<file path="config.mk">
export PLATFORM = sky130hd
export DESIGN_NAME = video_timing
export DESIGN_NICKNAME = d
export VERILOG_FILES = /design/src/common/vdp_pkg.sv /design/src/source/video_timing.sv
export SDC_FILE = /design/constraint.sdc
export NUM_CORES = 1
export LEC_CHECK = 0
export CAP_MARGIN = 20
export CELL_PAD_IN_SITES_DETAIL_PLACEMENT = 1
export CELL_PAD_IN_SITES_GLOBAL_PLACEMENT = 2
export CORE_UTILIZATION = 35
export DETAILED_ROUTE_END_ITERATION = 16
export DONT_BUFFER_PORTS = 1
export PLACE_DENSITY = 0.8
export SKIP_CTS_REPAIR_TIMING = 1
export SLEW_MARGIN = 10
export SYNTH_ARGS = -nofsm -noshare
export SYNTH_HDL_FRONTEND = slang
export SYNTH_SLANG_ARGS = --single-unit
</file>
<file path="constraint.sdc">
create_clock -name cpu_bus -period 2 [get_ports cpu_bus]
set_input_delay 0.5 -clock cpu_bus [delete_from_list [all_inputs] [get_ports cpu_bus]]
set_output_delay 0.5 -clock cpu_bus [all_outputs]
set_load 0.005 [all_outputs]
</file>
<file path="src/common/vdp_pkg.sv">
`default_nettype none

package vdp_pkg;

   typedef enum logic {
      MSX1 = 1'b0,
      MSX2 = 1'b1
   } msx_type_e;

   typedef enum logic [1:0] {
      PORT_DATA = 2'd0,
      PORT_CTRL = 2'd1,
      PORT_PAL  = 2'd2
   } port_e;

   // Second control byte, bits 7:6
   typedef enum logic [1:0] {
      OP_READ_ADDR  = 2'b00,
      OP_WRITE_ADDR = 2'b01,
      OP_REG_WRITE  = 2'b10,
      OP_RESERVED   = 2'b11
   } ctrl_op_e;

   typedef enum logic [1:0] {
      FETCH_IDLE,
      FETCH_ADDR,
      FETCH_CAPTURE
   } fetch_state_e;

   typedef struct packed {
      logic       rd;
      logic       wr;
      logic [1:0] port;
      logic [7:0] data;
   } cpu_req_t;

   typedef struct packed {
      logic [15:0] addr;
      logic [7:0]  wdata;
      logic        we_lo;
      logic        we_hi;
   } vram_req_t;

   typedef struct packed {
      logic hs;
      logic vs;
      logic de;
      logic hblank;
      logic vblank;
      logic frame_start;
   } raster_t;

   typedef struct packed {
      logic [7:0] r;
      logic [7:0] g;
      logic [7:0] b;
      logic       hs;
      logic       vs;
      logic       de;
      logic       hblank;
      logic       vblank;
   } video_out_t;

   localparam int H_TOTAL  = 40;
   localparam int H_ACTIVE = 32;
   localparam int H_SYNC   = 4;
   localparam int V_TOTAL  = 12;
   localparam int V_ACTIVE = 8;
   localparam int V_SYNC   = 1;
   localparam int FRAME_CYCLES = H_TOTAL * V_TOTAL;
   localparam int H_CNT_W = $clog2(H_TOTAL);
   localparam int V_CNT_W = $clog2(V_TOTAL);

   localparam int REG_MODE1    = 1;
   localparam int REG_BACKDROP = 7;
   localparam int REG_BANK     = 14;
   localparam int REG_PAL_PTR  = 16;
   localparam int NUM_ADV_REGS = REG_PAL_PTR + 1;

   // TMS9918 colours
   localparam logic [23:0] LEGACY_PALETTE [16] = '{
      24'h000000, 24'h000000, 24'h21c842, 24'h5edc78,
      24'h5455ed, 24'h7d76fc, 24'hd4524d, 24'h42ebf5,
      24'hfc5554, 24'hff7978, 24'hd4c154, 24'he6ce80,
      24'h21b03b, 24'hc95bba, 24'hcccccc, 24'hffffff
   };

endpackage

`default_nettype wire

</file>
<file path="src/source/video_timing.sv">
`timescale 1ns/1ps
`default_nettype none

module video_timing
   import vdp_pkg::*;
(
   input  wire logic cpu_bus,
   input  wire logic reset_i,
   output raster_t   raster_o
);

   logic [H_CNT_W-1:0] h_cnt;
   logic [V_CNT_W-1:0] v_cnt;
   logic               h_last;
   logic               v_last;
   logic               hblank;
   logic               vblank;

   assign h_last = (h_cnt == H_CNT_W'(H_TOTAL - 1));
   assign v_last = (v_cnt == V_CNT_W'(V_TOTAL - 1));

   always_ff @(posedge cpu_bus) begin
      if (reset_i) begin
         h_cnt <= '0;
         v_cnt <= '0;
      end else begin
         if (h_last) begin
            h_cnt <= '0;
            if (v_last) begin
               v_cnt <= '0;
            end else begin
               v_cnt <= v_cnt + 1'b1;
            end
         end else begin
            h_cnt <= h_cnt + 1'b1;
         end
      end
   end

   assign hblank = (h_cnt >= H_CNT_W'(H_ACTIVE));
   assign vblank = (v_cnt >= V_CNT_W'(V_ACTIVE));

   // Sync pulses sit at the start of each blanking interval
   assign raster_o.hs = hblank && (h_cnt < H_CNT_W'(H_ACTIVE + H_SYNC));
   assign raster_o.vs = vblank && (v_cnt < V_CNT_W'(V_ACTIVE + V_SYNC));
   assign raster_o.de = !hblank && !vblank;
   assign raster_o.hblank = hblank;
   assign raster_o.vblank = vblank;

   // First cycle of vertical blanking
   assign raster_o.frame_start = (v_cnt == V_CNT_W'(V_ACTIVE)) && (h_cnt == '0);

endmodule

`default_nettype wire

</file>
# After elaboration in Yosys (flattened, before gate mapping)
# Index checks and enable logic that the tools add are counted.
dict set report word_totals {
  regBits 10
  input_bits 2
  elab_cells 20
  output_inout_bits 6
}
dict set report op_classes {
  n_addsub 2
  muxes 1
  n_eq_ne 3
  n_reduce_logical 8
  n_lt_le_gt_ge 4
}
# cell n
set op_table {}
lappend op_table {{== test 4 bit (second input constant)} 2}
lappend op_table {{adder 6 x 1 -> 6 bit (second input constant)} 1}
lappend op_table {{== test 6 bit (second input constant)} 1}
lappend op_table {{>= comparator 6 bit (second input constant)} 1}
lappend op_table {{zero test 6 bit} 1}
lappend op_table {{less-than comparator 6 bit (second input constant)} 1}
lappend op_table {{adder 4 x 1 -> 4 bit (second input constant)} 1}
lappend op_table {{>= comparator 4 bit (second input constant)} 1}
lappend op_table {{logical AND 1 bit} 4}
lappend op_table {{less-than comparator 4 bit (second input constant)} 1}
lappend op_table {{two-way mux 4 bit} 1}
lappend op_table {{zero test 1 bit} 2}
lappend op_table {{OR reduction 2 bit} 1}

# Depth between registers and ports, before layout
# Gate-level depths: netlist of the first run.
dict set report depth {
  word_depth 3
  depth_mapped 4
}

# Worst setup path after synthesis of the first run
# OpenSTA, ideal clock, no wires.
dict set report synth_timing {
  kind {register -> register}
  from {register h_cnt[0]}
  to {register v_cnt[3]}
  path_buffers 0
  path_slack_ns 0.521
  required_time_ns 1.926
  arrival_time_ns 1.405
  path_stages_with_launch 5
  cell_sequence {dfxtp_1 > ha_1 > nand4bb_4 > or4_1 > a31oi_1}
}
dict set report synth_between {
  elab_chain_cells 1
}
# item line_no
set synth_lines {}
lappend synth_lines {{start, declared} video_timing.sv:12} ;# logic [H_CNT_W-1:0] h_cnt;
lappend synth_lines {{start signal, assigned} video_timing.sv:35} ;# h_cnt <= h_cnt + 1'b1;
lappend synth_lines {{== test 6 bit} video_timing.sv:19} ;# assign h_last = (h_cnt == H_CNT_W'(H_TOTAL - 1));
lappend synth_lines {{end signal, assigned} video_timing.sv:32} ;# v_cnt <= v_cnt + 1'b1;
lappend synth_lines {{end, declared} video_timing.sv:13} ;# logic [V_CNT_W-1:0] v_cnt;
# No other way between the ends.
# A chain may end at the register's enable or synchronous reset.

==> results of run 1 <==
## layout make-up
class,instances,area [um2]
fill,184,935.9
tap,16,20.02
sequential,10,200.2
inverter,6,22.52
multi-input combinational,45,326.6
clock buffer,4,36.28
## synthesized netlist by cell type (all sizes together) (2+ instances only)
cell type	n
nand4	2
nand2	2
nor4	2
xor2	2
nand3	4
buf	4
a21oi	3
o21ai	3
inv	6
ha	5
o31ai	2
nor3	2
dfxtp	10
clkbuf	2
nor2	6
## worst min path at each step
stage / endpoint / slack (ns) / cells after the start
final: v_cnt[3]$_SDFFE_PP0N_ / 0.29 / 1
after global routing: v_cnt[1]$_SDFFE_PP0N_ / 0.27 / 1
after CTS: v_cnt[1]$_SDFFE_PP0N_ / 0.28 / 1
after detailed placement: h_cnt[0]$_SDFF_PP0_ / 0.48 / 1
after global placement: h_cnt[0]$_SDFF_PP0_ / 0.47 / 1
after floorplan: h_cnt[0]$_SDFF_PP0_ / 0.45 / 1
## cell families (layout without fill, tap and decap cells)
| kind of cell | count (synthesis) | in the layout | share of synthesized area, % |
|---|---|---|---|
| DFF | 10 | 10 | 34.11 |
| adders and majority gates | 5 | 5 | 10.66 |
| buffers and inverters | 12 | 10 | 10.23 |
| AOI/OAI and AO/OA | 11 | 11 | 11.94 |
| and+or+nand+nor | 26 | 26 | 28.57 |
| xor gates and xnor gates | 3 | 3 | 4.478 |
## stage by stage
stage          util (%)  setup slack (ns)
2_1_floorplan         -            0.5210
3_3_place_gp      36.93            0.3772
3_5_place_dp      36.93            0.3935
4_1_cts           39.29           0.09058
5_1_grt           39.29          0.002694
6_report          39.29            0.1387
## cell usage in the layout, fill, tap and decap left out
cell,count
nor3b_1,1
dfxtp_1,10
a21oi_1,3
a31oi_1,1
inv_2,1
nor2_1,6
nand3_1,4
or2b_2,1
clkbuf_8,1
nand4_1,2
nand4bb_4,1
xor2_1,2
and2_1,1
or4_1,1
a2111o_1,1
nor3_1,2
xnor2_1,1
and4bb_2,1
nor2b_1,1
ha_1,5
o21ai_0,3
o31ai_1,2
or3_1,1
nand2_1,2
a211oi_1,1
inv_1,5
nor4_1,2
clkbuf_4,3
## layer usage
layer | track usage (%) | up-vias | wire length, um
li1 | - | 227 | -
met1 | 16.36 | 202 | 531
met2 | 22.42 | 7 | 525
met3 | 6.809 | 2 | 50
met4 | 3.636 | 0 | 7
met5 | 0 | - | 0
## registers in the layout, summed over array words and instances, names as in the netlist
name	flops
v_cnt	4
h_cnt	6
## worst max-delay path, delay by kind of cell (launching register included)
family,cells,cell delay [ns]
flops,1,0.45
simple gates,3,0.64
## power breakdown
group / switching [mW] / internal (mW)
sequential: 0.00663 / 0.204
clock: 0.0757 / 0.111
combinational: 0.00626 / 0.00744
==> reports/summary.txt, run 1 <==
Worst reg2reg endpoint - v_cnt[3]$_SDFFE_PP0N_
Ys flop type - dfxtp_1
R2R cell count - 4
Critical Path Start Type - register
Non-filler instance count after layout - 81
Avg Cell Area, Syn - 8.758 um2
Fin Setup TNS - 0 ns
Rel. slew slack - 77.74%
# DRC - 0
Worst skew pair latency - 0.27 ns
Max Cap Violations - 0
Crit. End Element - output pin
Flops & latches, synth - 10
Max FO, Critical Path - 7
Row count - 14
Cell area after synthesis - 586.8 um2
Vias in the first global route - 418
Final Slew Violations - 0
Largest net degree at the start of global routing - 11
Synth area leaders - dfxtp_1 (34%), ha_1 (11%), buf_4 (5.1%), nand4bb_4 (4.7%), nor2_1 (3.8%)
Die width - 42.95 um
Critical Path RT - 1.50 ns
Post-synth top area cell - dfxtp_1
Cell Area, Placed - 569.3 um2
Worst-path clk slew - 0.07 ns
R2R setup slack - 0.41 ns
Core area - 1541 um2
Fin crit share - 93.07%
Worst-Margin Slew - 0.3309 ns
Clock skew - 0.002188 ns
Layout cells sized above 1 - 12.31%
Final Cell Area - 605.6 um2
PortBufs - 0
DRT iter0 DRCs - 2
Worst path cell trace - nor2b_1, nand4_1, nor4_1
Leak Pwr - 0.1957 nW
# diodes - 0
Post-synth EDFFs - 0
Max frequency - 537.2 MHz
Yosys top cell area share - 34.12%
Maximum clock path buffer count - 2
Routed vias/inst - 5.407
Final GP Congestion - 0.7119
Status - finished clean
DRT Wirelength - 1115 um
Critical path's slowest cell - dfxtp_1
Reg2reg start - h_cnt[0]$_SDFF_PP0_
Hold_ws - 0.2864 ns
Antenna violations before repair - 0
Total number of vias - 438
First-pass GRT wire length - 1863 um
Unrepaired setup endpoints after global routing - false
Clk sinks - 10
CTS buffer count - 3
CTS tree - yes
Nets - 73
Final setup viols - 0
Max H-tree Level - 1
Post-synthesis cell count - 67
Ys async rst share - 0%
Min-Delay Path Class - primary input to register
Pre-antenna DRT Iters - 2
Synth Net Count - 74
Initial Utilization - 38.07%
Crit path to - raster_o[0]
Yosys warns - 0
Worst Setup SP - v_cnt[3]$_SDFFE_PP0N_
WS Path Type - register to output pin
ANT nets after route - 0
WL per Instance - 13.77 um
Slowest stage delay, CP - 0.45 ns
Chip height - 42.95 um
Layout area overhead - 3.198%
Placed Cells - 77
Yosys cell types - 28
Fin. Hold Viols - 0
Die area - 1844 um2
Top Ports - 8
Grt total ovfl - 0
Hold_sp - reset_i
Worst vdd ir - 284.1 uV
Total GRT Usage - 13.89%
Clk root buf - clkbuf_4
Tmin final - 1.861 ns
Register area share after synthesis - 34.12%
Tot Pwr - 410.9 uW
HPWL after DPL - 829.4 um
Cell Pwr Density - 678.6 nW/um2
Crit path DAT - 1.36 ns
(Power assumes the default switching activity.)
==> run 2, diff against run 1 <==
Settings changed: CORE_UTILIZATION 35 to 25, PLACE_DENSITY 0.8 to 0.62.
Clock period 2 ns to 2.3 ns, I/O delays scaled along.
==> reports/summary.txt, run 2 (same netlist as run 1, synthesis figures left out) <==
Final Slew Violations - 0
ANT nets after route - 0
Hold_ws - 0.3716 ns
Worst-Margin Slew - 0.3281 ns
Worst skew pair latency - 0.26 ns
Max H-tree Level - 1
Worst path cell trace - nor2b_1, nand4_1, nor4_1
Buffer and inverter count on the worst path - 0
Final worst setup slack - 0.3335 ns
Routed vias/inst - 5.011
Commonest non-fill, non-tap cell in the layout - dfxtp_1
Pre-CTS WS - 0.5679 ns
Core area - 2212 um2
DRT iter0 DRCs - 2
Tot Pwr - 351.2 uW
Status - finished clean
Reg with most FFs - h_cnt
CTS buffer count - 3
Fin. Hold Viols - 0
Clk root buf - clkbuf_4
Top Ports - 8
Fin crit share - 85.50%
Slowest stage delay, CP - 0.47 ns
Min-Delay Path Class - primary input to register
Max reg flops - 6
Final GP Congestion - 0.6368
WS Path Type - register to output pin
Fin Setup TNS - 0 ns
WL per Instance - 13.13 um
Die width - 50.45 um
Leak Pwr - 0.1957 nW
Initial Utilization - 26.53%
Cell Pwr Density - 565.9 nW/um2
Chip height - 50.45 um
Layout area overhead - 5.757%
Clock skew - 0.0008732 ns
Total number of vias - 466
Worst vdd ir - 235.9 uV
Fill cell count - 269
CTS tree - yes
Pre-antenna DRT Iters - 2
Largest registers - h_cnt x6, v_cnt x4
Vias in the first global route - 474
DRT Wirelength - 1221 um
Row count - 17
HPWL after DPL - 911 um
Maximum clock path buffer count - 2
Critical Path Start Type - register
Tmin final - 1.967 ns
# DRC - 0
Crit. End Element - output pin
Final setup viols - 0
Grt total ovfl - 0
Max frequency - 508.5 MHz
Max FO, Critical Path - 7
Delay-heaviest family, CP - simple AND/OR/NAND/NOR gates
Nets - 73
Max Cap Violations - 0
Fin util - 28.05%
Layout cells sized above 1 - 12.31%
Rel. slew slack - 77.92%
PortBufs - 0
First-pass GRT wire length - 2152 um
Clk sinks - 10
Antenna violations before repair - 0
# diodes - 0
Crit path DAT - 1.39 ns
Total GRT Usage - 11.71%
Most frequent cells in the layout - dfxtp_1 (10), nor2_1 (6), inv_1 (5), ha_1 (5), nand3_1 (4)
Unrepaired setup endpoints after global routing - false
Critical Path RT - 1.73 ns
Largest net degree at the start of global routing - 11
Critical path's slowest cell - dfxtp_1
Die area - 2545 um2
Worst-path clk slew - 0.07 ns
-- run 2: metrics by stage --
stage / std cells / area, um2
5_1_grt: 93 / 620.6
3_3_place_gp: 89 / 584.3
6_report: 93 / 620.6
4_1_cts: 93 / 620.6
3_5_place_dp: 89 / 584.3
2_1_floorplan: 67 / 586.8
-- run 2: worst paths after layout --
path	start	end	slack, ns	cells after the start
worst max-delay path	v_cnt[3]$_SDFFE_PP0N_	raster_o[0]	0.33	3
worst min-delay path	reset_i	v_cnt[0]$_SDFFE_PP0N_	0.37	1
worst max register to register	h_cnt[0]$_SDFF_PP0_	v_cnt[3]$_SDFFE_PP0N_	0.68	4
worst min register to register	h_cnt[0]$_SDFF_PP0_	h_cnt[0]$_SDFF_PP0_	0.49	1
-- run 2: final cells by class --
class	count	area, um2	share of cell area, %
Multi-Input combinational cell	45	326.6	52.62
Sequential cell	10	200.2	32.26
Clock buffer	4	36.28	5.847
Tap cell	28	35.03	5.645
Inverter	6	22.52	3.629
-- run 2: metal layers --
metal / wire (um) / track usage (%)
met2: 537 / 17.33
met5: 0 / 0
met3: 41 / 3.939
met4: 23 / 6.944
met1: 618 / 14.58
-- run 2: worst reg2reg max path, stage by stage (launching register included) --
cell and delay, ns:
dfxtp_1 0.38, ha_1 0.30, nand4bb_4 0.18, or4_1 0.53, a31oi_1 0.17
-- run 2: power breakdown --
part | leakage, nW | switching (mW) | internal [mW]
combinational | 0.0935 | 0.00533 | 0.00642
clock | 0.0210 | 0.0599 | 0.0961
sequential | 0.0812 | 0.00581 | 0.178
total | 0.196 | 0.0711 | 0.280
