--- src/common/vdp_pkg.sv ---
`default_nettype none

package vdp_pkg;

   typedef enum logic {
      MSX1 = 1'b0,
      MSX2 = 1'b1
   } msx_type_e;

   typedef enum logic [1:0] {
      PORT_DATA = 2'd0,
      PORT_CTRL = 2'd1,
      PORT_PAL  = 2'd2
   } port_e;

   // Second control byte, bits 7:6
   typedef enum logic [1:0] {
      OP_READ_ADDR  = 2'b00,
      OP_WRITE_ADDR = 2'b01,
      OP_REG_WRITE  = 2'b10,
      OP_RESERVED   = 2'b11
   } ctrl_op_e;

   typedef enum logic [1:0] {
      FETCH_IDLE,
      FETCH_ADDR,
      FETCH_CAPTURE
   } fetch_state_e;

   typedef struct packed {
      logic       rd;
      logic       wr;
      logic [1:0] port;
      logic [7:0] data;
   } cpu_req_t;

   typedef struct packed {
      logic [15:0] addr;
      logic [7:0]  wdata;
      logic        we_lo;
      logic        we_hi;
   } vram_req_t;

   typedef struct packed {
      logic hs;
      logic vs;
      logic de;
      logic hblank;
      logic vblank;
      logic frame_start;
   } raster_t;

   typedef struct packed {
      logic [7:0] r;
      logic [7:0] g;
      logic [7:0] b;
      logic       hs;
      logic       vs;
      logic       de;
      logic       hblank;
      logic       vblank;
   } video_out_t;

   localparam int H_TOTAL  = 40;
   localparam int H_ACTIVE = 32;
   localparam int H_SYNC   = 4;
   localparam int V_TOTAL  = 12;
   localparam int V_ACTIVE = 8;
   localparam int V_SYNC   = 1;
   localparam int FRAME_CYCLES = H_TOTAL * V_TOTAL;
   localparam int H_CNT_W = $clog2(H_TOTAL);
   localparam int V_CNT_W = $clog2(V_TOTAL);

   localparam int REG_MODE1    = 1;
   localparam int REG_BACKDROP = 7;
   localparam int REG_BANK     = 14;
   localparam int REG_PAL_PTR  = 16;
   localparam int NUM_ADV_REGS = REG_PAL_PTR + 1;

   // TMS9918 colours
   localparam logic [23:0] LEGACY_PALETTE [16] = '{
      24'h000000, 24'h000000, 24'h21c842, 24'h5edc78,
      24'h5455ed, 24'h7d76fc, 24'hd4524d, 24'h42ebf5,
      24'hfc5554, 24'hff7978, 24'hd4c154, 24'he6ce80,
      24'h21b03b, 24'hc95bba, 24'hcccccc, 24'hffffff
   };

endpackage

`default_nettype wire

--- src/vdp_legacy/vdp_legacy_port.sv ---
`timescale 1ns/1ps
`default_nettype none

module vdp_legacy_port
   import vdp_pkg::*;
(
   input  wire logic       cpu_bus,
   input  wire logic       reset_i,
   input  cpu_req_t        bus_i,
   input  raster_t         raster_i,
   input  wire logic [7:0] vram_rdata_i,
   output vram_req_t       vram_o,
   output logic      [7:0] data_o,
   output logic            interrupt_n_o,
   output logic     [23:0] rgb_o
);

   logic [7:0]   regs [8];
   logic [13:0]  addr;
   logic [7:0]   ctrl_latch;
   logic         ctrl_second;
   logic [7:0]   prefetch;
   fetch_state_e fetch_state;
   logic         irq_flag;
   logic         data_wr;
   logic         data_rd;
   logic         ctrl_wr;
   logic         stat_rd;
   ctrl_op_e     ctrl_op;

   assign data_wr = bus_i.wr && (bus_i.port == PORT_DATA);
   assign data_rd = bus_i.rd && (bus_i.port == PORT_DATA);
   assign ctrl_wr = bus_i.wr && (bus_i.port == PORT_CTRL);
   assign stat_rd = bus_i.rd && (bus_i.port == PORT_CTRL);
   assign ctrl_op = ctrl_op_e'(bus_i.data[7:6]);

   always_ff @(posedge cpu_bus) begin
      if (reset_i) begin
         regs        <= '{default: '0};
         addr        <= '0;
         ctrl_second <= 1'b0;
         fetch_state <= FETCH_IDLE;
         irq_flag    <= 1'b0;
         data_o      <= '0;
      end else begin
         case (fetch_state)
            FETCH_ADDR: fetch_state <= FETCH_CAPTURE;
            default:    fetch_state <= FETCH_IDLE;
         endcase

         if (data_wr || data_rd) begin
            addr        <= addr + 1'b1;
            ctrl_second <= 1'b0;
         end
         if (data_rd) begin
            data_o      <= prefetch;
            fetch_state <= FETCH_ADDR;
         end

         if (ctrl_wr) begin
            ctrl_second <= !ctrl_second;
            if (ctrl_second) begin
               case (ctrl_op)
                  OP_REG_WRITE: regs[bus_i.data[2:0]] <= ctrl_latch;
                  OP_WRITE_ADDR: addr <= {bus_i.data[5:0], ctrl_latch};
                  OP_READ_ADDR: begin
                     addr        <= {bus_i.data[5:0], ctrl_latch};
                     fetch_state <= FETCH_ADDR;
                  end
                  default: ;
               endcase
            end
         end

         if (stat_rd) begin
            data_o      <= {irq_flag, 7'b0};
            irq_flag    <= 1'b0;
            ctrl_second <= 1'b0;
         end
         if (raster_i.frame_start) begin
            irq_flag <= 1'b1;
         end
      end
   end

   always_ff @(posedge cpu_bus) begin
      if (ctrl_wr && !ctrl_second) begin
         ctrl_latch <= bus_i.data;
      end
      if (fetch_state == FETCH_CAPTURE) begin
         prefetch <= vram_rdata_i;
      end
   end

   // Low bank only
   assign vram_o = '{addr: {2'b00, addr}, wdata: bus_i.data, we_lo: data_wr, we_hi: 1'b0};

   assign interrupt_n_o = !(irq_flag && regs[REG_MODE1][5]);
   assign rgb_o = raster_i.de ? LEGACY_PALETTE[regs[REG_BACKDROP][3:0]] : 24'h000000;

endmodule

`default_nettype wire
--- config.mk ---
export PLATFORM = sky130hd
export DESIGN_NAME = vdp_legacy_port
export DESIGN_NICKNAME = d
export VERILOG_FILES = /design/src/common/vdp_pkg.sv /design/src/vdp_legacy/vdp_legacy_port.sv
export SDC_FILE = /design/constraint.sdc
export NUM_CORES = 1
export LEC_CHECK = 0
export ABC_AREA = 1
export BUFFER_PORTS_ARGS = -buffer_cell sky130_fd_sc_hd__buf_2
export CAP_MARGIN = 20
export CELL_PAD_IN_SITES_DETAIL_PLACEMENT = 0
export CELL_PAD_IN_SITES_GLOBAL_PLACEMENT = 1
export CORE_ASPECT_RATIO = 1.75
export CORE_UTILIZATION = 38
export DETAILED_ROUTE_END_ITERATION = 10
export PLACE_DENSITY = 0.91
export SETUP_SLACK_MARGIN = 0.02
export SLEW_MARGIN = 20
export SYNTH_ARGS = -nofsm -noshare
export SYNTH_HDL_FRONTEND = slang
export SYNTH_SLANG_ARGS = --single-unit
--- constraint.sdc ---
create_clock -name cpu_bus -period 3.2 [get_ports cpu_bus]
set_input_delay 0.16 -clock cpu_bus [delete_from_list [all_inputs] [get_ports cpu_bus]]
set_output_delay 0.16 -clock cpu_bus [all_outputs]
set_load 0.02 [all_outputs]
---- After elaboration in Yosys (flattened, before gate mapping) ----
Memories as Yosys holds them, arrays and structs flattened.
Index checks and enable logic that the tools add are counted.
word-level totals
  register bits ........................... 106
  ROM bits ................................ 384
  logic and storage cells ................. 67
  latch bits .............................. 0
  memory bits (writable) .................. 0
  bits of input ports ..................... 28
  memories kept ........................... 1
cells by class
  divide/modulo/power cells ............... 0
  $lt $le $gt $ge ......................... 3
  mux-type cells .......................... 21
  $mul .................................... 0
  shift operators ......................... 0
  bitwise gates (word level) .............. 2
  reductions and logical operators ........ 18
  $add $sub $neg .......................... 1
  equality and inequality tests ........... 5
memory list
  memory            words  width  read ports  clocked after Yosys merged registers in  wr ports  line                   RTL
  (name not given)  16     24     1           0                                        0         vdp_legacy_port.sv:99  assign rgb_o = raster_i.de ? LEGACY_PALETTE[regs[REG_BACKDROP][3:0]] : 24'h000000;
operator list
  kind                                                      count
  2-to-1 mux 24 bit                                         3
  bitwise mux 64 bit                                        1
  2-to-1 mux 14 bit                                         4
  demux 8 bit (select 3 bit)                                1
  2-to-1 mux 8 bit                                          3
  adder 14 x 1 -> 14 bit, second input constant             1
  2-to-1 mux 2 bit                                          5
  logical AND 1 bit                                         7
  == test 2 x 1 -> 1 bit, second input constant             3
  nonzero test 2 bit                                        3
  greater-or-equal comparator 5 bit, second input constant  1
  inverter 4 -> 5 bit                                       1
  == test 2 bit, second input constant                      2
  greater-or-equal comparator 4 bit, second input constant  1
  logical NOT 2 bit                                         2
  < comparator 4 x 1 -> 1 bit, second input constant        1
  2-to-1 mux 1 bit                                          4
  inverter 3 -> 4 bit                                       1
  OR reduction 2 bit                                        2
  AND reduction 3 bit                                       1
  logical NOT 1 bit                                         2
  logical OR 1 bit                                          1

---- Depth between registers and ports, before layout ----
Gate-level depths: netlist of run 1.
  depth after elaboration ................. 7
  gate-level depth with buffers ........... 10

---- Least setup slack after synthesis of run 1 ----
Ideal clock, no wire load.
  kind .................................... flip-flop to output port
  start ................................... reg regs[0] in the netlist's numbering
  end ..................................... out rgb_o[5]
  cell stages (with the launch flop) ...... 6
  arrival time ............................ 1718 ps
  path buffers ............................ 0
  slack ................................... 1322 ps
  path through ............................ dfxtp_1 inv_1 ha_1 o21ai_0 a21oi_1 nor3_1
on the way
  cells in the longest elaborated chain, start to end .. 5
RTL lines
  item                                                  line                   RTL
  start, declared                                       vdp_legacy_port.sv:18  logic [7:0] regs [8];
  start signal, assigned by index                       vdp_legacy_port.sv:64  OP_REG_WRITE: regs[bus_i.data[2:0]] <= ctrl_latch;
  inverter 4 -> 5 bit (not written as such)             vdp_legacy_port.sv:99
  memory read (16 x 24 bit)                             -
  2-to-1 mux 24 bit (not written as such) (2 in a row)  vdp_legacy_port.sv:99
  2-to-1 mux 24 bit                                     vdp_legacy_port.sv:99
  end, declared                                         vdp_legacy_port.sv:15  output logic [23:0] rgb_o
No other way between the ends. The select of a mux whose other input is x is not followed.

---- Final worst setup path of run 1 ----
Ends and elaborated chain as after synthesis.

==> results of run 1 <==
[per-layer routing]
metal / track usage / vias to the layer above
met1: 0.1872 / 1189
li1: - / 1334
met2: 0.3721 / 84
met4: 0.08551 / 0
met5: 0 / -
met3: 0.03100 / 12
[kinds of logic after synthesis]
logic type,Yosys count
compound gates,69
xor+xnor,4
fa+ha+maj,8
buf+inv,70
flops,47
other cells,1
simple gates,173
[worst max-delay path by stage]
stage | start | endpoint | slack [ps] | cells past startpoint
after global placement | regs[0] | rgb_o[5] | 1220 | 6
after detailed placement | regs[0] | rgb_o[5] | 1140 | 6
after global routing | regs[0] | rgb_o[5] | 590 | 6
after CTS | regs[0] | rgb_o[5] | 800 | 6
final | regs[0] | rgb_o[5] | 830 | 6
after floorplan | regs[0] | rgb_o[5] | 1320 | 5
[sequential cells by signal, indices dropped and copies added, names as in the netlist]
| signal | count |
|---|---|
| regs | 5 |
| prefetch | 8 |
| irq_flag | 1 |
| data_o | 8 |
| fetch_state | 2 |
| ctrl_latch | 8 |
| addr | 14 |
| ctrl_second | 1 |
[through the flow]
stage / total power [W] / setup slack, ps / hold slack (ps)
finish: 0.001294 / 830.7 / 31.06
CTS: 0.001308 / 796.9 / 24.17
global placement: 0.0007554 / 1223 / 336.6
floorplan: 0.0007212 / 1322 / 258.9
detailed placement: 0.0007574 / 1137 / 338.4
global route: 0.001339 / 591.2 / 21.52
[worst max-delay path: cells and delay by family, from the launching register on]
kind / cells / cell delay [ps]
AO/OA/AOI/OAI: 2 / 530
adder cells (fa/ha/maj): 1 / 240
buffers and inverters: 2 / 380
flip-flops: 1 / 560
AND/OR/NAND/NOR: 1 / 210
[where the power goes]
part | switching, W | leakage, nW | total, W | internal (W)
Combinational | 0.0000730 | 1.12 | 0.000106 | 0.0000334
Clock | 0.000250 | 0.0767 | 0.000551 | 0.000301
Sequential | 0.00000735 | 0.397 | 0.000637 | 0.000629
Total | 0.000330 | 1.59 | 0.00129 | 0.000964
[Yosys cell counts, types with 2 or more instances]
cell type                  number
sky130_fd_sc_hd__nand2_2        3
sky130_fd_sc_hd__o21ai_1        2
sky130_fd_sc_hd__edfxtp_1      16
sky130_fd_sc_hd__buf_2          5
sky130_fd_sc_hd__nor2_2         3
sky130_fd_sc_hd__nand3_1       21
sky130_fd_sc_hd__o21ai_0       17
sky130_fd_sc_hd__nand3b_1       2
sky130_fd_sc_hd__a211oi_1       3
sky130_fd_sc_hd__nor2_1        58
sky130_fd_sc_hd__xor2_1         3
sky130_fd_sc_hd__o21ai_2        2
sky130_fd_sc_hd__nand2_1       64
sky130_fd_sc_hd__nand4_1        3
sky130_fd_sc_hd__nor3_1        14
sky130_fd_sc_hd__o22ai_1        2
sky130_fd_sc_hd__ha_1           8
sky130_fd_sc_hd__buf_4         12
sky130_fd_sc_hd__clkbuf_1       3
sky130_fd_sc_hd__inv_1         47
sky130_fd_sc_hd__nor4_1         2
sky130_fd_sc_hd__a21oi_1       39
sky130_fd_sc_hd__dfxtp_1       31
[cell type report]
class                   instances  area, µm²
fillers                       701       3630
multi-input cells             257       1280
well taps                      84      105.1
inverters                      49      183.9
flip-flops and latches         47       1101
repair buffers                 80      402.9
clock inverters                 3      28.78
clock buffers                   5      125.1
==> results.txt, run 1 <==
----------------------------------------------------
[Logic synthesis]
  Top area cells in the synthesized netlist ... sky130_fd_sc_hd__dfxtp_1 (23%), sky130_fd_sc_hd__edfxtp_1 (18%), sky130_fd_sc_hd__nand2_1 (8.9%), sky130_fd_sc_hd__nor2_1 (8.1%), sky130_fd_sc_hd__a21oi_1 (7.2%)
  Mux cell area share after synthesis ... 0
  Prevailing post-synth register cell ... sky130_fd_sc_hd__dfxtp_1
  Synth top area share ... 0.2303
  Area share of fa/ha/maj cells after synthesis ... 0.03714
  Synthesized-area fraction occupied by ao, oa, aoi and oai cells ... 0.1388
  Total of warnings raised by yosys ... 0
  EDFF count, synth ... 16
  Post-synthesis register bit count ... between 40 and 50
  Avg Synthesized Cell Area ... ~7.2 µm²
  Yosys cell types ... 35
  Asr flop ratio synth ... 0
  Sequential cell area fraction in the yosys report ... 0.4085
  Simple-Gate Fraction of Synth Area ... 0.2818
  Cell type with the highest aggregate area in the netlist ... sky130_fd_sc_hd__dfxtp_1
  Main combinational cell family by area after synthesis ... simple AND/OR/NAND/NOR gates
  Netlist area before placement ... approximately 0.0027 mm²
  Post-synthesis cell count ... ~370
  XOR/XNOR Fraction of Synth Area ... 0.01300

[Clock tree]
  Number of levels the H-tree was split into ... 2
  Post-CTS Repair Setup Buffers ... 0
  CTS root buf ... sky130_fd_sc_hd__clkbuf_16
  Skew-Pair Late Insertion Delay ... approximately 300 ps
  Clock net sink count ... 47
  Number of CTS-inserted buffers ... 5
  Post-CTS Hold Fix Bufs ... 0
  CTS clock-pin slew for the worst setup and hold paths ... 70 ps
  Maximum buffer depth of the clock tree ... 2
  # resized after CTS ... 0
  TritonCTS clock tree ... built

[Final layout]
  Number of nets in the layout ... 476
  Area growth from synthesis to layout ... 19.73%
  Most common cell after layout, fill and taps aside ... sky130_fd_sc_hd__buf_2
  Final instance count without filler cells ... ~530
  Antenna diodes ... 0
  Share of layout cells above drive strength 1 ... 0.2268
  Commonest cells after routing, fill and taps aside ... sky130_fd_sc_hd__buf_2 (79), sky130_fd_sc_hd__nand2_1 (64), sky130_fd_sc_hd__nor2_1 (58)
  Post-layout instance area ... 0.003227 mm²
  Fin util ... 0.4706

[Routing]
  Post-detailed-routing wire length ... 6.584 mm
  Highest routed layer ... met4
  Avg WL per Cell ... around 13 µm
  Met1 routed wirelength after detailed routing ... 2.530 mm
  Post-detailed-route DRC marker count ... 0
  Met2 routed WL ... ~3.6 mm
  Via count ... about 2600
  DRT Pass-1 Iters ... 4
  Via density ... ~5.0
  Metal3 WL ... between 200 and 300 µm
  Number of DRC markers in iteration 0 ... 79
  Post-route antenna net violation count ... 0

[Setup path]
  Worst-path cell with the longest stage delay ... sky130_fd_sc_hd__dfxtp_1
  Critical R2R Capture ... addr[8]
  Crit end category ... output port
  Type of element launching the critical path ... register
  Critical Path AT ... 2210 ps
  Reg2reg path depth ... 7
  Critical Path Fanout Max ... 11
  Startpoint-to-endpoint class of the critical path ... register to output port
  Critical path cell sequence ... inv_1 -> ha_1 -> o21ai_0 -> a21oi_1 -> nor3_1 -> buf_2
  Reg-to-Reg Start ... ctrl_second
  R2R setup slack ... 1630 ps
  Max stage delay on crit path ... around 560 ps
  CP Data Required Time ... 3040 ps

[Hold path]
  Worst-case hold path end point ... prefetch[1]
  Path class of the lowest-slack min-delay path ... primary input to register
  Critical hold path startpoint ... vram_rdata_i[1]
  Number of cells on the worst hold path ... 1

[Global route]
  Total grt overflow ... 0
  Largest net degree at the start of global routing ... 24
  Wire length of the first global-routing pass ... about 11 mm
  Antenna violations before repair ... 0
  Global routing usage summed across all routing layers ... 0.1913
  Via count of the first global-routing pass ... roughly 2400

[Run]
  Reported max-cap violation count ... 0

[STA]
  Unrepaired setup endpoints after global routing ... false
  Ratio of final minimum period to clock period ... 0.7404
  Worst clock skew ... 5.915 ps
  Endpoints failing setup ... 0
  Endpoints failing hold ... 0
  Count of final max-slew check failures ... 0
  Transition at the pin with the smallest max-transition slack ... around 700 ps
  Setup TNS ... 0 ps
  Maximum clock frequency ... around 420 MHz
  Max transition margin ... 0.5279
  Time the worst path needs with I/O delays and setup ... between 2000 and 2500 ps

[Place]
  Weighted congestion reported at the end of routability-driven placement ... around 0.87
  # port buffers ... roughly 80
  Placed Cells ... slightly above 500
  DP Area ... around 0.003 mm²
  HPWL reported at the end of detailed placement ... about 5 mm

[Floorplanning]
  Number of top-level design ports ... 87
  Core area ... approximately 0.0069 mm²
  Die X ... around 66 µm
  Die outline height ... 113.4 µm
  Die area ... 0.007446 mm²
  Cell Rows ... 40
  Starting density of the core ... 0.3931

[Power]
  Maximum vdd drop ... just over 0.0004 V
  Cell leakage power ... approximately 1.6 nW
  Total power divided by cell area ... 400.9 mW/mm²

[Status]
  Run status ... complete, no violations

----------------------------------------------------
No activity file was read; power rests on OpenSTA's default activity.
==> run 2, diff against run 1 <==
CORE_UTILIZATION = 36   (was 38)
PLACE_DENSITY = 0.88   (was 0.91)
clock period = 2.2 ns   (was 3.2 ns; I/O delays follow)
==> results.txt, run 2 (same netlist as run 1, synthesis figures left out) <==
----------------------------------------------------
[Global route]
  Total grt overflow ... 0
  Largest net degree at the start of global routing ... 22
  Via count of the first global-routing pass ... ~2300
  Wire length of the first global-routing pass ... approximately 11 mm
  Global routing usage summed across all routing layers ... 0.1804
  Antenna violations before repair ... 0

[STA]
  Unrepaired setup endpoints after global routing ... false
  Max transition margin ... 0.5251
  Setup TNS ... 0 ps
  Endpoints failing setup ... 0
  Transition at the pin with the smallest max-transition slack ... just over 700 ps
  Worst clock skew ... between 4 and 5 ps
  Count of final max-slew check failures ... 0
  Endpoints failing hold ... 0
  Maximum clock frequency ... between 400 and 500 MHz
  Ratio of final minimum period to clock period ... 0.9127
  Time the worst path needs with I/O delays and setup ... around 2000 ps

[Place]
  Placed Cells ... ~520
  # port buffers ... about 80
  Weighted congestion reported at the end of routability-driven placement ... 0.8367
  DP Area ... 0.003098 mm²
  HPWL reported at the end of detailed placement ... 5.240 mm

[Hold path]
  Number of cells on the worst hold path ... 1
  Critical hold path startpoint ... bus_i[7]
  Path class of the lowest-slack min-delay path ... primary input to register

[Floorplanning]
  Die outline height ... roughly 120 µm
  Starting density of the core ... 0.3726
  Core area ... just over 0.007 mm²
  Die X ... ~67 µm
  Cell Rows ... 41
  Die area ... 0.007850 mm²
  Number of top-level design ports ... 87

[Routing]
  Via count ... around 2700
  Number of DRC markers in iteration 0 ... 33
  DRT Pass-1 Iters ... 4
  Via density ... 4.931
  Post-detailed-routing wire length ... ~6.8 mm
  Post-detailed-route DRC marker count ... 0
  Post-route antenna net violation count ... 0
  Avg WL per Cell ... between 10 and 15 µm

[Clock tree]
  Post-CTS Repair Setup Buffers ... 0
  CTS root buf ... sky130_fd_sc_hd__clkbuf_16
  Clock net sink count ... between 40 and 50
  TritonCTS clock tree ... built
  Number of CTS-inserted buffers ... 5
  Number of levels the H-tree was split into ... 2
  Skew-Pair Late Insertion Delay ... roughly 290 ps
  CTS clock-pin slew for the worst setup and hold paths ... about 70 ps
  Maximum buffer depth of the clock tree ... 2

[Final layout]
  Area growth from synthesis to layout ... 23.68%
  Share of layout cells above drive strength 1 ... 0.2279
  Most common cell after layout, fill and taps aside ... sky130_fd_sc_hd__buf_2
  Largest Register ... addr
  Commonest cells after routing, fill and taps aside ... sky130_fd_sc_hd__buf_2 (79), sky130_fd_sc_hd__nand2_1 (64), sky130_fd_sc_hd__nor2_1 (58)
  Count of filler cells inserted in the layout ... 762
  Final instance count without filler cells ... around 540
  Antenna diodes ... 0
  Post-layout instance area ... 0.003333 mm²
  Number of nets in the layout ... approximately 490
  Max reg flops ... 14

[Setup path]
  Max stage delay on crit path ... 430 ps
  R2R setup slack ... 600 ps
  Crit path launch ... regs[0]
  Reg-to-Reg Start ... ctrl_second
  Worst-path cell with the longest stage delay ... sky130_fd_sc_hd__dfxtp_1
  CP Data Required Time ... about 2100 ps
  Type of element launching the critical path ... register
  Critical Path AT ... around 1900 ps
  Reg2reg path depth ... 7
  Critical path cell sequence ... inv_1 -> ha_1 -> o21ai_0 -> a21oi_1 -> nor3_1 -> buf_2
  Critical Path Fanout Max ... 6
  Startpoint-to-endpoint class of the critical path ... register to output port
  Crit end category ... output port

[Run]
  Reported max-cap violation count ... 0

[Power]
  Clock share of power ... 0.418
  Combinational Power Share ... 0.088
  Maximum vdd drop ... approximately 0.00046 V
  Total power divided by cell area ... 563.6 mW/mm²
  Power spent charging and discharging nets ... about 0.00045 W
  Cell leakage power ... ~1.6 nW
  Internal power summed over all cells ... around 0.0014 W
  Part of the total power dissipated in sequential elements ... 0.493
  Switching portion of total power ... 0.2399

[Status]
  Run status ... complete, no violations

----------------------------------------------------
[run 2: timing repair]
action                                 4_1_cts  5_1_grt
resized for setup                            0        1
hold buffers                                 8        0
endpoints found under the hold margin        8        0
setup endpoints to repair                    0        1
[run 2: cell type report]
class                   instances  area (µm²)  area share
flip-flops and latches         47        1101      0.3303
multi-input cells             257        1280      0.3840
clock buffers                   6       138.9     0.04167
clock inverters                 2       16.27    0.004880
well taps                      86       107.6     0.03228
repair buffers                 91       505.5      0.1517
inverters                      49       183.9     0.05518
[run 2: per-stage QoR]
stage               power, W  hold WS, ps  utilization  setup WS (ps)
detailed placement  0.001101        288.3       0.4283          468.4
floorplan           0.001049        208.9            -          371.6
finish              0.001879        20.55       0.4608          192.0
global route        0.001945        20.80       0.4608          46.24
global placement    0.001100        286.3       0.4283          477.4
CTS                 0.001896        17.05       0.4608          143.6
[run 2: metal layers]
layer  up-vias  track usage  share of wire
li1       1356            -              -
met1      1179       0.1781           0.38
met2        98       0.3373           0.53
met3        20      0.02930          0.050
met4         0       0.1078          0.044
met5         -            0              0
[run 2: path summary, 6_finish.rpt]
check / end
setup / recovery: rgb_o[5]
hold / removal: ctrl_latch[7]
setup reg to reg: addr[8]
hold reg to reg: data_o[0]
[run 2: critical path, delay by kind of cell, from the launching register on]
| kind | cells | cell delay, ps |
|---|---|---|
| compound gates | 2 | 460 |
| flops | 1 | 430 |
| fa+ha+maj | 1 | 220 |
| simple gates | 1 | 180 |
| buf+inv | 2 | 320 |
[run 2: power by group through the flow]
stage	combinational (W)	clock (W)	sequential (W)
floorplan	0.0000946	0	0.000954
global placement	0.000154	0	0.000946
detailed placement	0.000155	0	0.000946
CTS	0.000166	0.000804	0.000926
global route	0.000180	0.000836	0.000928
finish	0.000166	0.000786	0.000927
