[src/common/vdp_pkg.sv]
`default_nettype none

package vdp_pkg;

   typedef enum logic {
      MSX1 = 1'b0,
      MSX2 = 1'b1
   } msx_type_e;

   typedef enum logic [1:0] {
      PORT_DATA = 2'd0,
      PORT_CTRL = 2'd1,
      PORT_PAL  = 2'd2
   } port_e;

   // Second control byte, bits 7:6
   typedef enum logic [1:0] {
      OP_READ_ADDR  = 2'b00,
      OP_WRITE_ADDR = 2'b01,
      OP_REG_WRITE  = 2'b10,
      OP_RESERVED   = 2'b11
   } ctrl_op_e;

   typedef enum logic [1:0] {
      FETCH_IDLE,
      FETCH_ADDR,
      FETCH_CAPTURE
   } fetch_state_e;

   typedef struct packed {
      logic       rd;
      logic       wr;
      logic [1:0] port;
      logic [7:0] data;
   } cpu_req_t;

   typedef struct packed {
      logic [15:0] addr;
      logic [7:0]  wdata;
      logic        we_lo;
      logic        we_hi;
   } vram_req_t;

   typedef struct packed {
      logic hs;
      logic vs;
      logic de;
      logic hblank;
      logic vblank;
      logic frame_start;
   } raster_t;

   typedef struct packed {
      logic [7:0] r;
      logic [7:0] g;
      logic [7:0] b;
      logic       hs;
      logic       vs;
      logic       de;
      logic       hblank;
      logic       vblank;
   } video_out_t;

   localparam int H_TOTAL  = 40;
   localparam int H_ACTIVE = 32;
   localparam int H_SYNC   = 4;
   localparam int V_TOTAL  = 12;
   localparam int V_ACTIVE = 8;
   localparam int V_SYNC   = 1;
   localparam int FRAME_CYCLES = H_TOTAL * V_TOTAL;
   localparam int H_CNT_W = $clog2(H_TOTAL);
   localparam int V_CNT_W = $clog2(V_TOTAL);

   localparam int REG_MODE1    = 1;
   localparam int REG_BACKDROP = 7;
   localparam int REG_BANK     = 14;
   localparam int REG_PAL_PTR  = 16;
   localparam int NUM_ADV_REGS = REG_PAL_PTR + 1;

   // TMS9918 colours
   localparam logic [23:0] LEGACY_PALETTE [16] = '{
      24'h000000, 24'h000000, 24'h21c842, 24'h5edc78,
      24'h5455ed, 24'h7d76fc, 24'hd4524d, 24'h42ebf5,
      24'hfc5554, 24'hff7978, 24'hd4c154, 24'he6ce80,
      24'h21b03b, 24'hc95bba, 24'hcccccc, 24'hffffff
   };

endpackage

`default_nettype wire

[src/vdp_advanced/vdp_advanced_port.sv]
`timescale 1ns/1ps
`default_nettype none

module vdp_advanced_port
   import vdp_pkg::*;
(
   input  wire logic        cpu_bus,
   input  wire logic        reset_i,
   input  cpu_req_t         bus_i,
   input  raster_t          raster_i,
   input  wire logic [15:0] vram_rdata_i,
   output vram_req_t        vram_o,
   output logic      [7:0]  data_o,
   output logic             interrupt_n_o,
   output logic     [17:0]  rgb_o
);

   logic [7:0]   regs [NUM_ADV_REGS];
   logic [8:0]   palette [16];
   logic [13:0]  addr_lo;
   logic [16:0]  full_addr;
   logic [16:0]  next_addr;
   logic [7:0]   ctrl_latch;
   logic         ctrl_second;
   logic [7:0]   pal_latch;
   logic         pal_second;
   logic [7:0]   prefetch;
   fetch_state_e fetch_state;
   logic         irq_flag;
   logic         data_wr;
   logic         data_rd;
   logic         ctrl_wr;
   logic         stat_rd;
   logic         pal_wr;
   ctrl_op_e     ctrl_op;
   logic [8:0]   backdrop;

   assign data_wr = bus_i.wr && (bus_i.port == PORT_DATA);
   assign data_rd = bus_i.rd && (bus_i.port == PORT_DATA);
   assign ctrl_wr = bus_i.wr && (bus_i.port == PORT_CTRL);
   assign stat_rd = bus_i.rd && (bus_i.port == PORT_CTRL);
   assign pal_wr  = bus_i.wr && (bus_i.port == PORT_PAL);
   assign ctrl_op = ctrl_op_e'(bus_i.data[7:6]);

   // REG_BANK supplies address bits 16:14
   assign full_addr = {regs[REG_BANK][2:0], addr_lo};
   assign next_addr = full_addr + 1'b1;

   always_ff @(posedge cpu_bus) begin
      if (reset_i) begin
         regs        <= '{default: '0};
         palette     <= '{default: '0};
         addr_lo     <= '0;
         ctrl_second <= 1'b0;
         pal_second  <= 1'b0;
         fetch_state <= FETCH_IDLE;
         irq_flag    <= 1'b0;
         data_o      <= '0;
      end else begin
         case (fetch_state)
            FETCH_ADDR: fetch_state <= FETCH_CAPTURE;
            default:    fetch_state <= FETCH_IDLE;
         endcase

         if (data_wr || data_rd) begin
            addr_lo                <= next_addr[13:0];
            regs[REG_BANK][2:0]    <= next_addr[16:14];
            ctrl_second            <= 1'b0;
         end
         if (data_rd) begin
            data_o      <= prefetch;
            fetch_state <= FETCH_ADDR;
         end

         if (ctrl_wr) begin
            ctrl_second <= !ctrl_second;
            if (ctrl_second) begin
               case (ctrl_op)
                  OP_REG_WRITE: begin
                     if (bus_i.data[5:0] <= 6'(REG_PAL_PTR)) begin
                        regs[bus_i.data[4:0]] <= ctrl_latch;
                     end
                     // New pointer restarts the palette byte pair
                     if (bus_i.data[5:0] == 6'(REG_PAL_PTR)) begin
                        pal_second <= 1'b0;
                     end
                  end
                  OP_WRITE_ADDR: addr_lo <= {bus_i.data[5:0], ctrl_latch};
                  OP_READ_ADDR: begin
                     addr_lo     <= {bus_i.data[5:0], ctrl_latch};
                     fetch_state <= FETCH_ADDR;
                  end
                  default: ;
               endcase
            end
         end

         // Red and blue first, green second
         if (pal_wr) begin
            pal_second <= !pal_second;
            if (pal_second) begin
               palette[regs[REG_PAL_PTR][3:0]] <=
                  {pal_latch[6:4], bus_i.data[2:0], pal_latch[2:0]};
               regs[REG_PAL_PTR][3:0] <= regs[REG_PAL_PTR][3:0] + 1'b1;
            end
         end

         if (stat_rd) begin
            data_o      <= {irq_flag, 7'b0};
            irq_flag    <= 1'b0;
            ctrl_second <= 1'b0;
         end
         if (raster_i.frame_start) begin
            irq_flag <= 1'b1;
         end
      end
   end

   always_ff @(posedge cpu_bus) begin
      if (ctrl_wr && !ctrl_second) begin
         ctrl_latch <= bus_i.data;
      end
      if (pal_wr && !pal_second) begin
         pal_latch <= bus_i.data;
      end
      // Address is stable until the next access, so bit 16 still picks the bank
      if (fetch_state == FETCH_CAPTURE) begin
         prefetch <= full_addr[16] ? vram_rdata_i[15:8] : vram_rdata_i[7:0];
      end
   end

   assign vram_o = '{
      addr:  full_addr[15:0],
      wdata: bus_i.data,
      we_lo: data_wr && !full_addr[16],
      we_hi: data_wr && full_addr[16]
   };

   assign interrupt_n_o = !(irq_flag && regs[REG_MODE1][5]);

   assign backdrop = palette[regs[REG_BACKDROP][3:0]];
   assign rgb_o = raster_i.de ?
      {backdrop[8:6], backdrop[8:6], backdrop[5:3], backdrop[5:3],
       backdrop[2:0], backdrop[2:0]} : 18'h0;

endmodule

`default_nettype wire

[config.mk]
export PLATFORM = sky130hd
export DESIGN_NAME = vdp_advanced_port
export DESIGN_NICKNAME = d
export VERILOG_FILES = /design/src/common/vdp_pkg.sv /design/src/vdp_advanced/vdp_advanced_port.sv
export SDC_FILE = /design/constraint.sdc
export NUM_CORES = 1
export LEC_CHECK = 0
export BUFFER_PORTS_ARGS = -buffer_cell sky130_fd_sc_hd__clkbuf_2
export CAP_MARGIN = 20
export CORE_MARGIN = 2
export CORE_UTILIZATION = 42
export DETAILED_ROUTE_END_ITERATION = 7
export HOLD_SLACK_MARGIN = 0.1
export PLACE_DENSITY = 0.62
export SYNTH_ARGS = -nofsm -noshare
export SYNTH_HDL_FRONTEND = slang
export SYNTH_SLANG_ARGS = --single-unit
[constraint.sdc]
create_clock -name cpu_bus -period 4.55 [get_ports cpu_bus]
set_clock_uncertainty 0.05 [all_clocks]
set_input_delay 1.1375 -clock cpu_bus [delete_from_list [all_inputs] [get_ports cpu_bus]]
set_output_delay 1.1375 -clock cpu_bus [all_outputs]
set_load 0.05 [all_outputs]
* Word level (Yosys, flattened, before mapping)
Cells that the tools add are included.
** Storage, ports and cells
- Bits in registers :: 330
- Input port bits :: 36
** Cells by class
- Add/subtract/negate cells :: 2
- Magnitude comparators :: 6
- Equality and inequality tests :: 7
- Multiplexer cells :: 39
- Bitwise logic cells :: 3
- Reduce and logical (&&, ||, !) cells :: 31
** Operators by type and width (number)
- bitwise mux 144 bit :: 1
- bitwise mux 136 bit :: 1
- two-way mux 19 bit :: 4
- two-way mux 14 bit :: 4
- demux 8 bit (select 5 bit) :: 1
- binary-select mux 9 bit (select 4 bit) :: 1
- demux 9 bit (select 4 bit) :: 1
- two-way mux 8 bit :: 4
- two-way mux 9 bit :: 3
- two-way mux 18 bit :: 1
- adder 17 x 1 -> 17 bit, second input constant :: 1
- nonzero test 2 bit :: 7
- logical AND 1 bit :: 12
- >= comparator 5 bit, second input constant :: 2
- two-way mux 2 bit :: 5
- NOT 4 -> 5 bit :: 2
- two-way mux 1 bit :: 9
- two-way mux 4 bit :: 2
- AND reduction 4 bit :: 2
- equality test 2 x 1 -> 1 bit, second input constant :: 3
- equality test 2 bit, second input constant :: 3
- equality test 6 x 5 -> 1 bit, second input constant :: 1
- >= comparator 6 bit, second input constant :: 1
- less-or-equal comparator 6 x 5 -> 1 bit, second input constant :: 1
- other kinds (10) :: 16

* Logic depth before layout (Yosys ltp)
Gate-level depths: netlist of run 1.
- Word-level depth :: 12
- Mapped depth :: 8
- Mapped depth without buffers :: 5

* Least setup slack after synthesis of run 1
OpenSTA, ideal clock, no wires.
- Path kind :: input to output
- From :: input bus_i[8] in the netlist's numbering
- To :: output vram_o[1] in the netlist's numbering
- Arrival :: 3.128 ns
- Required time :: 3.363 ns
- Path slack :: 0.234 ns
- Stages on the path :: 3
- Cells stage by stage :: clkbuf_1 clkbuf_1 nor4b_1
** RTL lines
- start: declaration :: line vdp_advanced_port.sv:9 : input cpu_req_t bus_i,
- end: declaration :: line vdp_advanced_port.sv:12 : output vram_req_t vram_o,

* Final worst setup path of run 1
- From :: register regs[75] in the netlist's numbering
- To :: output rgb_o[9]
** Between the ends
- Longest elaborated chain between the ends :: 5
** Ends and longest elaborated chain
- start: declaration :: line vdp_advanced_port.sv:18 : logic [7:0] regs [NUM_ADV_REGS];
- start signal: indexed assignment :: line vdp_advanced_port.sv:67 : regs[REG_BANK][2:0] <= next_addr[16:14];
- start signal: indexed assignment :: line vdp_advanced_port.sv:81 : regs[bus_i.data[4:0]] <= ctrl_latch;
- start signal: indexed assignment :: line vdp_advanced_port.sv:104 : regs[REG_PAL_PTR][3:0] <= regs[REG_PAL_PTR][3:0] + 1'b1;
- NOT 4 -> 5 bit (not written as such) :: line vdp_advanced_port.sv:141 : assign backdrop = palette[regs[REG_BACKDROP][3:0]];
- binary-select mux 9 bit (select 4 bit) :: line vdp_advanced_port.sv:141
- two-way mux 9 bit (not written as such) (2 in a row) :: line vdp_advanced_port.sv:141
- two-way mux 18 bit :: line vdp_advanced_port.sv:142 : assign rgb_o = raster_i.de ?
- end: declaration :: line vdp_advanced_port.sv:15 : output logic [17:0] rgb_o
Every way passes these cells. The select of a mux whose other input is x is not followed.

==> results of run 1 <==
[registers in the layout (all words and copies together), names as in the netlist]
register and count:
ctrl_second 1, palette 144, regs 9, pal_latch 6, full_addr 1, data_o 8, addr_lo 14, prefetch 8
pal_second 1, fetch_state 2, ctrl_latch 8, irq_flag 1, vram_o 2
[power groups by stage]
stage | Sequential [mW] | Clock [mW] | Combinational [mW]
after floorplan | 1.89 | 0 | 0.0936
after global placement | 1.89 | 0 | 0.136
after detailed placement | 1.89 | 0 | 0.136
after CTS | 1.85 | 1.77 | 0.136
after global routing | 1.85 | 1.85 | 0.146
final | 1.85 | 1.73 | 0.135
[logic make-up (layout without fill, tap and decap cells)]
group / Yosys count / after routing
compound gates: 56 / 56
buf+inv: 114 / 154
mux: 214 / 214
flops: 205 / 205
xor+xnor: 5 / 5
simple gates: 279 / 279
fa+ha+maj: 5 / 5
[layer usage]
| layer | track usage, % | share of wire (%) | routed length [um] |
|---|---|---|---|
| met4 | 3.66 | 1.3 | 279 |
| met3 | 2.30 | 3.4 | 735 |
| met5 | 0 | 0 | 0 |
| met1 | 25.4 | 47 | 10400 |
| met2 | 30.8 | 48 | 10500 |
[worst min path at each step]
stage              startpoint             end  slack [ps]  depth (start not counted)
2_1_floorplan  fetch_state[1]  fetch_state[1]         340                          1
3_3_place_gp   fetch_state[1]  fetch_state[1]         350                          1
3_5_place_dp   fetch_state[1]  fetch_state[1]         360                          1
4_1_cts        fetch_state[1]  fetch_state[1]         360                          1
5_1_grt        fetch_state[1]  fetch_state[1]         380                          1
6_report       fetch_state[1]  fetch_state[1]         360                          1
[Yosys cell counts (10+ instances only)]
| master | number | area [sq um] |
|---|---|---|
| dfxtp_1 | 183 | 3660 |
| nor2_1 | 174 | 653 |
| mux2i_1 | 169 | 1690 |
| clkbuf_1 | 57 | 214 |
| mux4_2 | 36 | 811 |
| buf_4 | 33 | 248 |
| edfxtp_1 | 22 | 661 |
| nand2_1 | 19 | 71.3 |
| nand3_1 | 13 | 65.1 |
| a21oi_1 | 12 | 60.1 |
| a311oi_1 | 12 | 105 |
| buf_2 | 11 | 55.1 |
| nand4_1 | 10 | 62.6 |
| o22ai_1 | 10 | 62.6 |
| or3_1 | 10 | 62.6 |
[area by class of cell]
class | count | share of cell area [%]
Multi-Input combinational cell | 559 | 42.4
Sequential cell | 205 | 41.3
Timing Repair Buffer | 110 | 6.14
Clock buffer | 31 | 5.97
Tap cell | 280 | 3.34
Clock inverter | 9 | 0.704
Inverter | 4 | 0.143
[through the flow]
step,std cells,setup WS [ps],area (sq um)
after floorplan,878,234,9320
after global placement,1158,903,9780
after detailed placement,1158,935,9780
after CTS,1198,732,10500
after global routing,1198,649,10500
final,1198,720,10500
==> flow_summary.yaml, run 1 <==
flow_run:
  cap_violations: 0
power_and_ir_drop:
  total_power_mw: 3.71
  p_switching_mw: 0.825
  comb_power_share_pct: 3.6
  swShare_pct: 22.2
  seqPwrFrac_pct: 49.8
  clockPowerShare_pct: 46.5
  peakVddDrop_uv: 283
  internal_power_mw: 2.89
  p_per_area_nw_per_um2: 354
  leakage_nw: 4.49
setup_path:
  end_kind: "output port"
  crit_type: "reg2out"
  r2r-end: "palette[48]"
  reg2regPathDepth: 5
  path_buf_inv: 1
  cpPeakStageDelay_ps: 930
  worstPathArrival_ps: 2640
  worstReg2RegStart: "pal_second"
  critical_path.top_delay_family: "flip-flops"
  crit_start: "regs[75]"
  cp_num_cells: 3
  regToRegSetupSlack_ps: 2260
  crit_fanout: 10
  crit_path_end: "rgb_o[9]"
  path_cells: "mux2i_1 -> o22ai_1 -> clkbuf_2"
  cp.required_ps: 3360
  cp_slowest_cell: "dfxtp_1"
  cp-start-kind: "flop"
final_layout:
  multi_input_area_sq_um: 4450
  utilization_pct: 48.0
  drive_gt1_share_pct: 21.4
  mostFrequentLayoutCell: "dfxtp_1"
  syn_to_final_growth_pct: 12.5
  seq_area_sq_um: 4330
  layout_common_cells: "dfxtp_1 (181), nor2_1 (174), mux2i_1 (169)"
  final_nets: 944
  antenna-diode-count: 0
  n_fill_cell: 2021
die:
  ios: 89
  fp-row-count: 54
  start_util_pct: 42.7
  die_width_um: 153
  die_area_sq_um: 23400
  coreArea_sq_um: 21800
  dieHeight_um: 153
drt:
  vias: 6462
  first_pass_iters: 4
  ant_nets: 0
  wl_per_cell_um: 18.3
  drc_errors: 0
  drt_iter0_drc: 349
  viasPerCell: 5.39
  finalWirelength_mm: 21.9
outcome:
  outcome: "complete, no violations"
logic_synthesis:
  ys.flop_type: "dfxtp_1"
  synth-xor-area-share_pct: 0.470
  synthAdderAreaFrac_pct: 0.671
  synth_top_family_by_area: "multiplexers"
  syn_nets: 919
  synth_simple_gate_area_share_pct: 14.3
  syn_avg_cell_area_sq_um: 10.6
  ys_seq_area_share_pct: 46.4
  ys.warnings.count: 0
  syn-cell-area_sq_um: 9320
  syn_inst: 878
  synth_compound_gate_area_share_pct: 4.08
  synth-seq-cells: 205
  synth_edf_count: 22
  async_reset_ff_share_pct: 0
  synthDistinctLibCells: 46
  synthMuxAreaShare_pct: 27.9
clock_tree:
  htreeDepth: 1
  clock_latency_ps: 510
  cts.path.max_buffers: 3
  post_cts_resized: 0
  post_cts_buffers: 0
  tritoncts: "yes"
  cts_made_buffers: 23
  cts-root-buf: "clkbuf_16"
  cts.clk_slew.worst_paths_ps: 50
  cts.sinks: 205
  hold_buffers: 0
sta:
  slew_headroom_pct: 30.2
  period_share_pct: 84.2
  slew_violations: 0
  worst_pin_slew_ps: 1050
  fin_crit_ps: 3830
  rsz0062_at_grt: "no"
  setup_tns_ps: 0
  max_freq_mhz: 261
  hold_viol: 0
  setup_viol: 0
  holdWs_ps: 360
global_routing:
  grt_max_degree: 84
  antenna_found_initial: 0
  grt_pass1_wl_mm: 34.5
  grt_usage_pct: 18.3
  grt_overflow_total: 0
  grt_pass1_vias: 6158
placed_design:
  dpl.hpwl_mm: 13.8
  gp_congestion: 0.740
  numPortBuffers: 84
worst_hold_path:
  hp-class: "reg2reg"
No activity file was read; power rests on OpenSTA's default activity.
==> run 2: changes to the inputs <==
--- a/config.mk
+++ b/config.mk
@@ -5,13 +5,14 @@
 export SDC_FILE = /design/constraint.sdc
 export NUM_CORES = 1
 export LEC_CHECK = 0
+export ABC_AREA = 1
 export BUFFER_PORTS_ARGS = -buffer_cell sky130_fd_sc_hd__clkbuf_2
 export CAP_MARGIN = 20
 export CORE_MARGIN = 2
 export CORE_UTILIZATION = 42
 export DETAILED_ROUTE_END_ITERATION = 7
 export HOLD_SLACK_MARGIN = 0.1
-export PLACE_DENSITY = 0.62
+export PLACE_DENSITY = 0.64
 export SYNTH_ARGS = -nofsm -noshare
 export SYNTH_HDL_FRONTEND = slang
 export SYNTH_SLANG_ARGS = --single-unit
==> constraint.sdc (replaced) <==
create_clock -name cpu_bus -period 3.32 [get_ports cpu_bus]
set_clock_uncertainty 0.05 [all_clocks]
set_input_delay 0.83 -clock cpu_bus [delete_from_list [all_inputs] [get_ports cpu_bus]]
set_output_delay 0.83 -clock cpu_bus [all_outputs]
set_load 0.05 [all_outputs]
==> flow_summary.yaml, run 2 <==
final_layout:
  utilization_pct: 48.3
  seq_area_sq_um: 4330
  largestRegisters: "palette (144), addr_lo (14), regs (9)"
  drive_gt1_share_pct: 14.2
  n_fill_cell: 2220
  final_nets: 1391
  largest_register_ffs: 144
  multi_input_area_sq_um: 4350
  syn_to_final_growth_pct: 12.9
  antenna-diode-count: 0
  mostFrequentLayoutCell: "nor2_1"
  regMostFlops: "palette"
  layout_common_cells: "nor2_1 (315), o21ai_0 (207), dfxtp_1 (181)"
clock_tree:
  cts.clk_slew.worst_paths_ps: 60
  clock_latency_ps: 510
  tritoncts: "yes"
  htreeDepth: 1
  cts.path.max_buffers: 3
  cts.sinks: 205
  cts_made_buffers: 24
  cts-root-buf: "clkbuf_16"
sta:
  slew_violations: 0
  worst_pin_slew_ps: 846
  fin_crit_ps: 3260
  holdWs_ps: 391
  setup_viol: 0
  rsz0062_at_grt: "yes"
  setup_tns_ps: 0
  slew_headroom_pct: 43.6
  hold_viol: 0
  period_share_pct: 98.1
  max_freq_mhz: 307
power_and_ir_drop:
  p_per_area_nw_per_um2: 481
  total_power_mw: 5.26
  leakage_nw: 4.56
  peakVddDrop_uv: 312
die:
  die_area_sq_um: 24300
  die_width_um: 156
  start_util_pct: 42.8
  ios: 89
  dieHeight_um: 156
  coreArea_sq_um: 22600
  fp-row-count: 55
logic_synthesis:
  ys_seq_area_share_pct: 44.6
  ys.flop_type: "dfxtp_1"
  ys.warnings.count: 0
  syn-cell-area_sq_um: 9690
  yosysTopAreaCell: "dfxtp_1"
  synthDistinctLibCells: 38
  ys_top_cells_by_area: "dfxtp_1 (38%), nor2_1 (12%), o21ai_0 (11%)"
  synth_edf_count: 22
  syn_avg_cell_area_sq_um: 7.31
  synth-seq-cells: 205
  synth_common_cells: "nor2_1 (315), o21ai_0 (211), dfxtp_1 (183)"
  synth.most_common_cell: "nor2_1"
  syn_nets: 1367
  yosysTopAreaCellShare_pct: 37.8
  syn_inst: 1326
  async_reset_ff_share_pct: 0
setup_path:
  cp.required_ps: 2440
  cp-start-kind: "flop"
  regToRegSetupSlack_ps: 1380
  end_kind: "output port"
  cp_slowest_cell: "dfxtp_2"
  path_buf_inv: 2
  crit_fanout: 38
  cpPeakStageDelay_ps: 430
  crit_type: "reg2out"
  critical_path.top_delay_family: "buffers and inverters"
  worstPathArrival_ps: 2380
  path_cells: "buf_12 -> nor2_1 -> nor2_1 -> a21oi_1 -> o21ai_1 -> nand3_1 -> a21oi_1 -> clkbuf_2"
drt:
  drt_iter0_drc: 771
  first_pass_iters: 5
  viasPerCell: 5.26
  drc_errors: 0
  finalWirelength_mm: 26.6
  vias: 8692
  ant_nets: 0
  wl_per_cell_um: 16.1
global_routing:
  grt_max_degree: 76
  grt_pass1_wl_mm: 41.9
  grt_pass1_vias: 8008
  grt_overflow_total: 0
  grt_usage_pct: 21.5
  antenna_found_initial: 0
placed_design:
  numPortBuffers: 84
  dpl.hpwl_mm: 17.2
  gp_congestion: 0.820
flow_run:
  cap_violations: 0
outcome:
  outcome: "complete, no violations"
worst_hold_path:
  hp-class: "reg2reg"
-- run 2: cell count changes after synthesis, moves of 40 or more --
cell,previous run,this run
o21ai_0,9,211
mux2i_1,169,0
nor2_1,174,315
nand2_1,19,121
a21oi_1,12,106
inv_1,4,80
nand3_1,13,53
-- run 2: what timing repair did --
action / in CTS / in global routing
buffers inserted: 0 / 0
hold buffers: 0 / 0
setup endpoints to repair: 11 / 15
resized for setup: 7 / 16
pin swaps: 0 / 1
gates cloned: 0 / 1
-- run 2: layout make-up --
class                      count  share of cell area [%]
tap                          285                    3.26
sequential                   205                    39.5
timing repair buffer         106                    7.19
multi-input combinational    913                    39.8
clock buffer                  35                    6.43
inverter                     100                    3.48
clock inverter                 7                   0.343
-- run 2: stage by stage --
| stage | instance area [sq um] | instances | worst slack (ps) |
|---|---|---|---|
| 2_1_floorplan | 9690 | 1326 | 186 |
| 3_3_place_gp | 10200 | 1608 | 459 |
| 3_5_place_dp | 10200 | 1608 | 407 |
| 4_1_cts | 10900 | 1650 | 6.95 |
| 5_1_grt | 10900 | 1651 | -53.2 |
| 6_report | 10900 | 1651 | 62.3 |
-- run 2: worst paths after layout --
path,from,end,cells past startpoint
worst max-delay path,regs[72],rgb_o[4],8
worst min-delay path,palette[83],palette[83],2
worst max register to register,regs[0],palette[109],6
worst min register to register,palette[83],palette[83],2
-- run 2: routing by layer --
layer	GRT usage, %	vias to the layer above	part of all wire, %	wire [um]
met5	0	-	0	0
met4	5.72	0	2.3	600
met3	3.28	38	5.5	1480
met2	35.4	255	45	12100
met1	29.3	4030	47	12400
li1	-	4369	-	-
-- run 2: kinds of logic after synthesis --
family / synth area share, %
XOR/XNOR: 0.632
AND/OR/NAND/NOR: 23.4
buffers and inverters: 10.6
adder cells (fa/ha/maj): 0.645
flip-flops: 44.6
AO/OA/AOI/OAI: 20.2
-- run 2: worst reg2reg max path, delay by kind of cell (launching register included) --
kind          cells  cell delay (ps)
simple gates      4              770
fa+ha+maj         1              370
flops             1              390
buf+inv           1              240
-- run 2: power by group --
group / internal (mW) / total, mW / leakage, nW / switching [mW]
clock network: 1.46 / 2.48 / 0.368 / 1.02
logic: 0.0653 / 0.237 / 2.52 / 0.172
registers: 2.52 / 2.54 / 1.68 / 0.0244
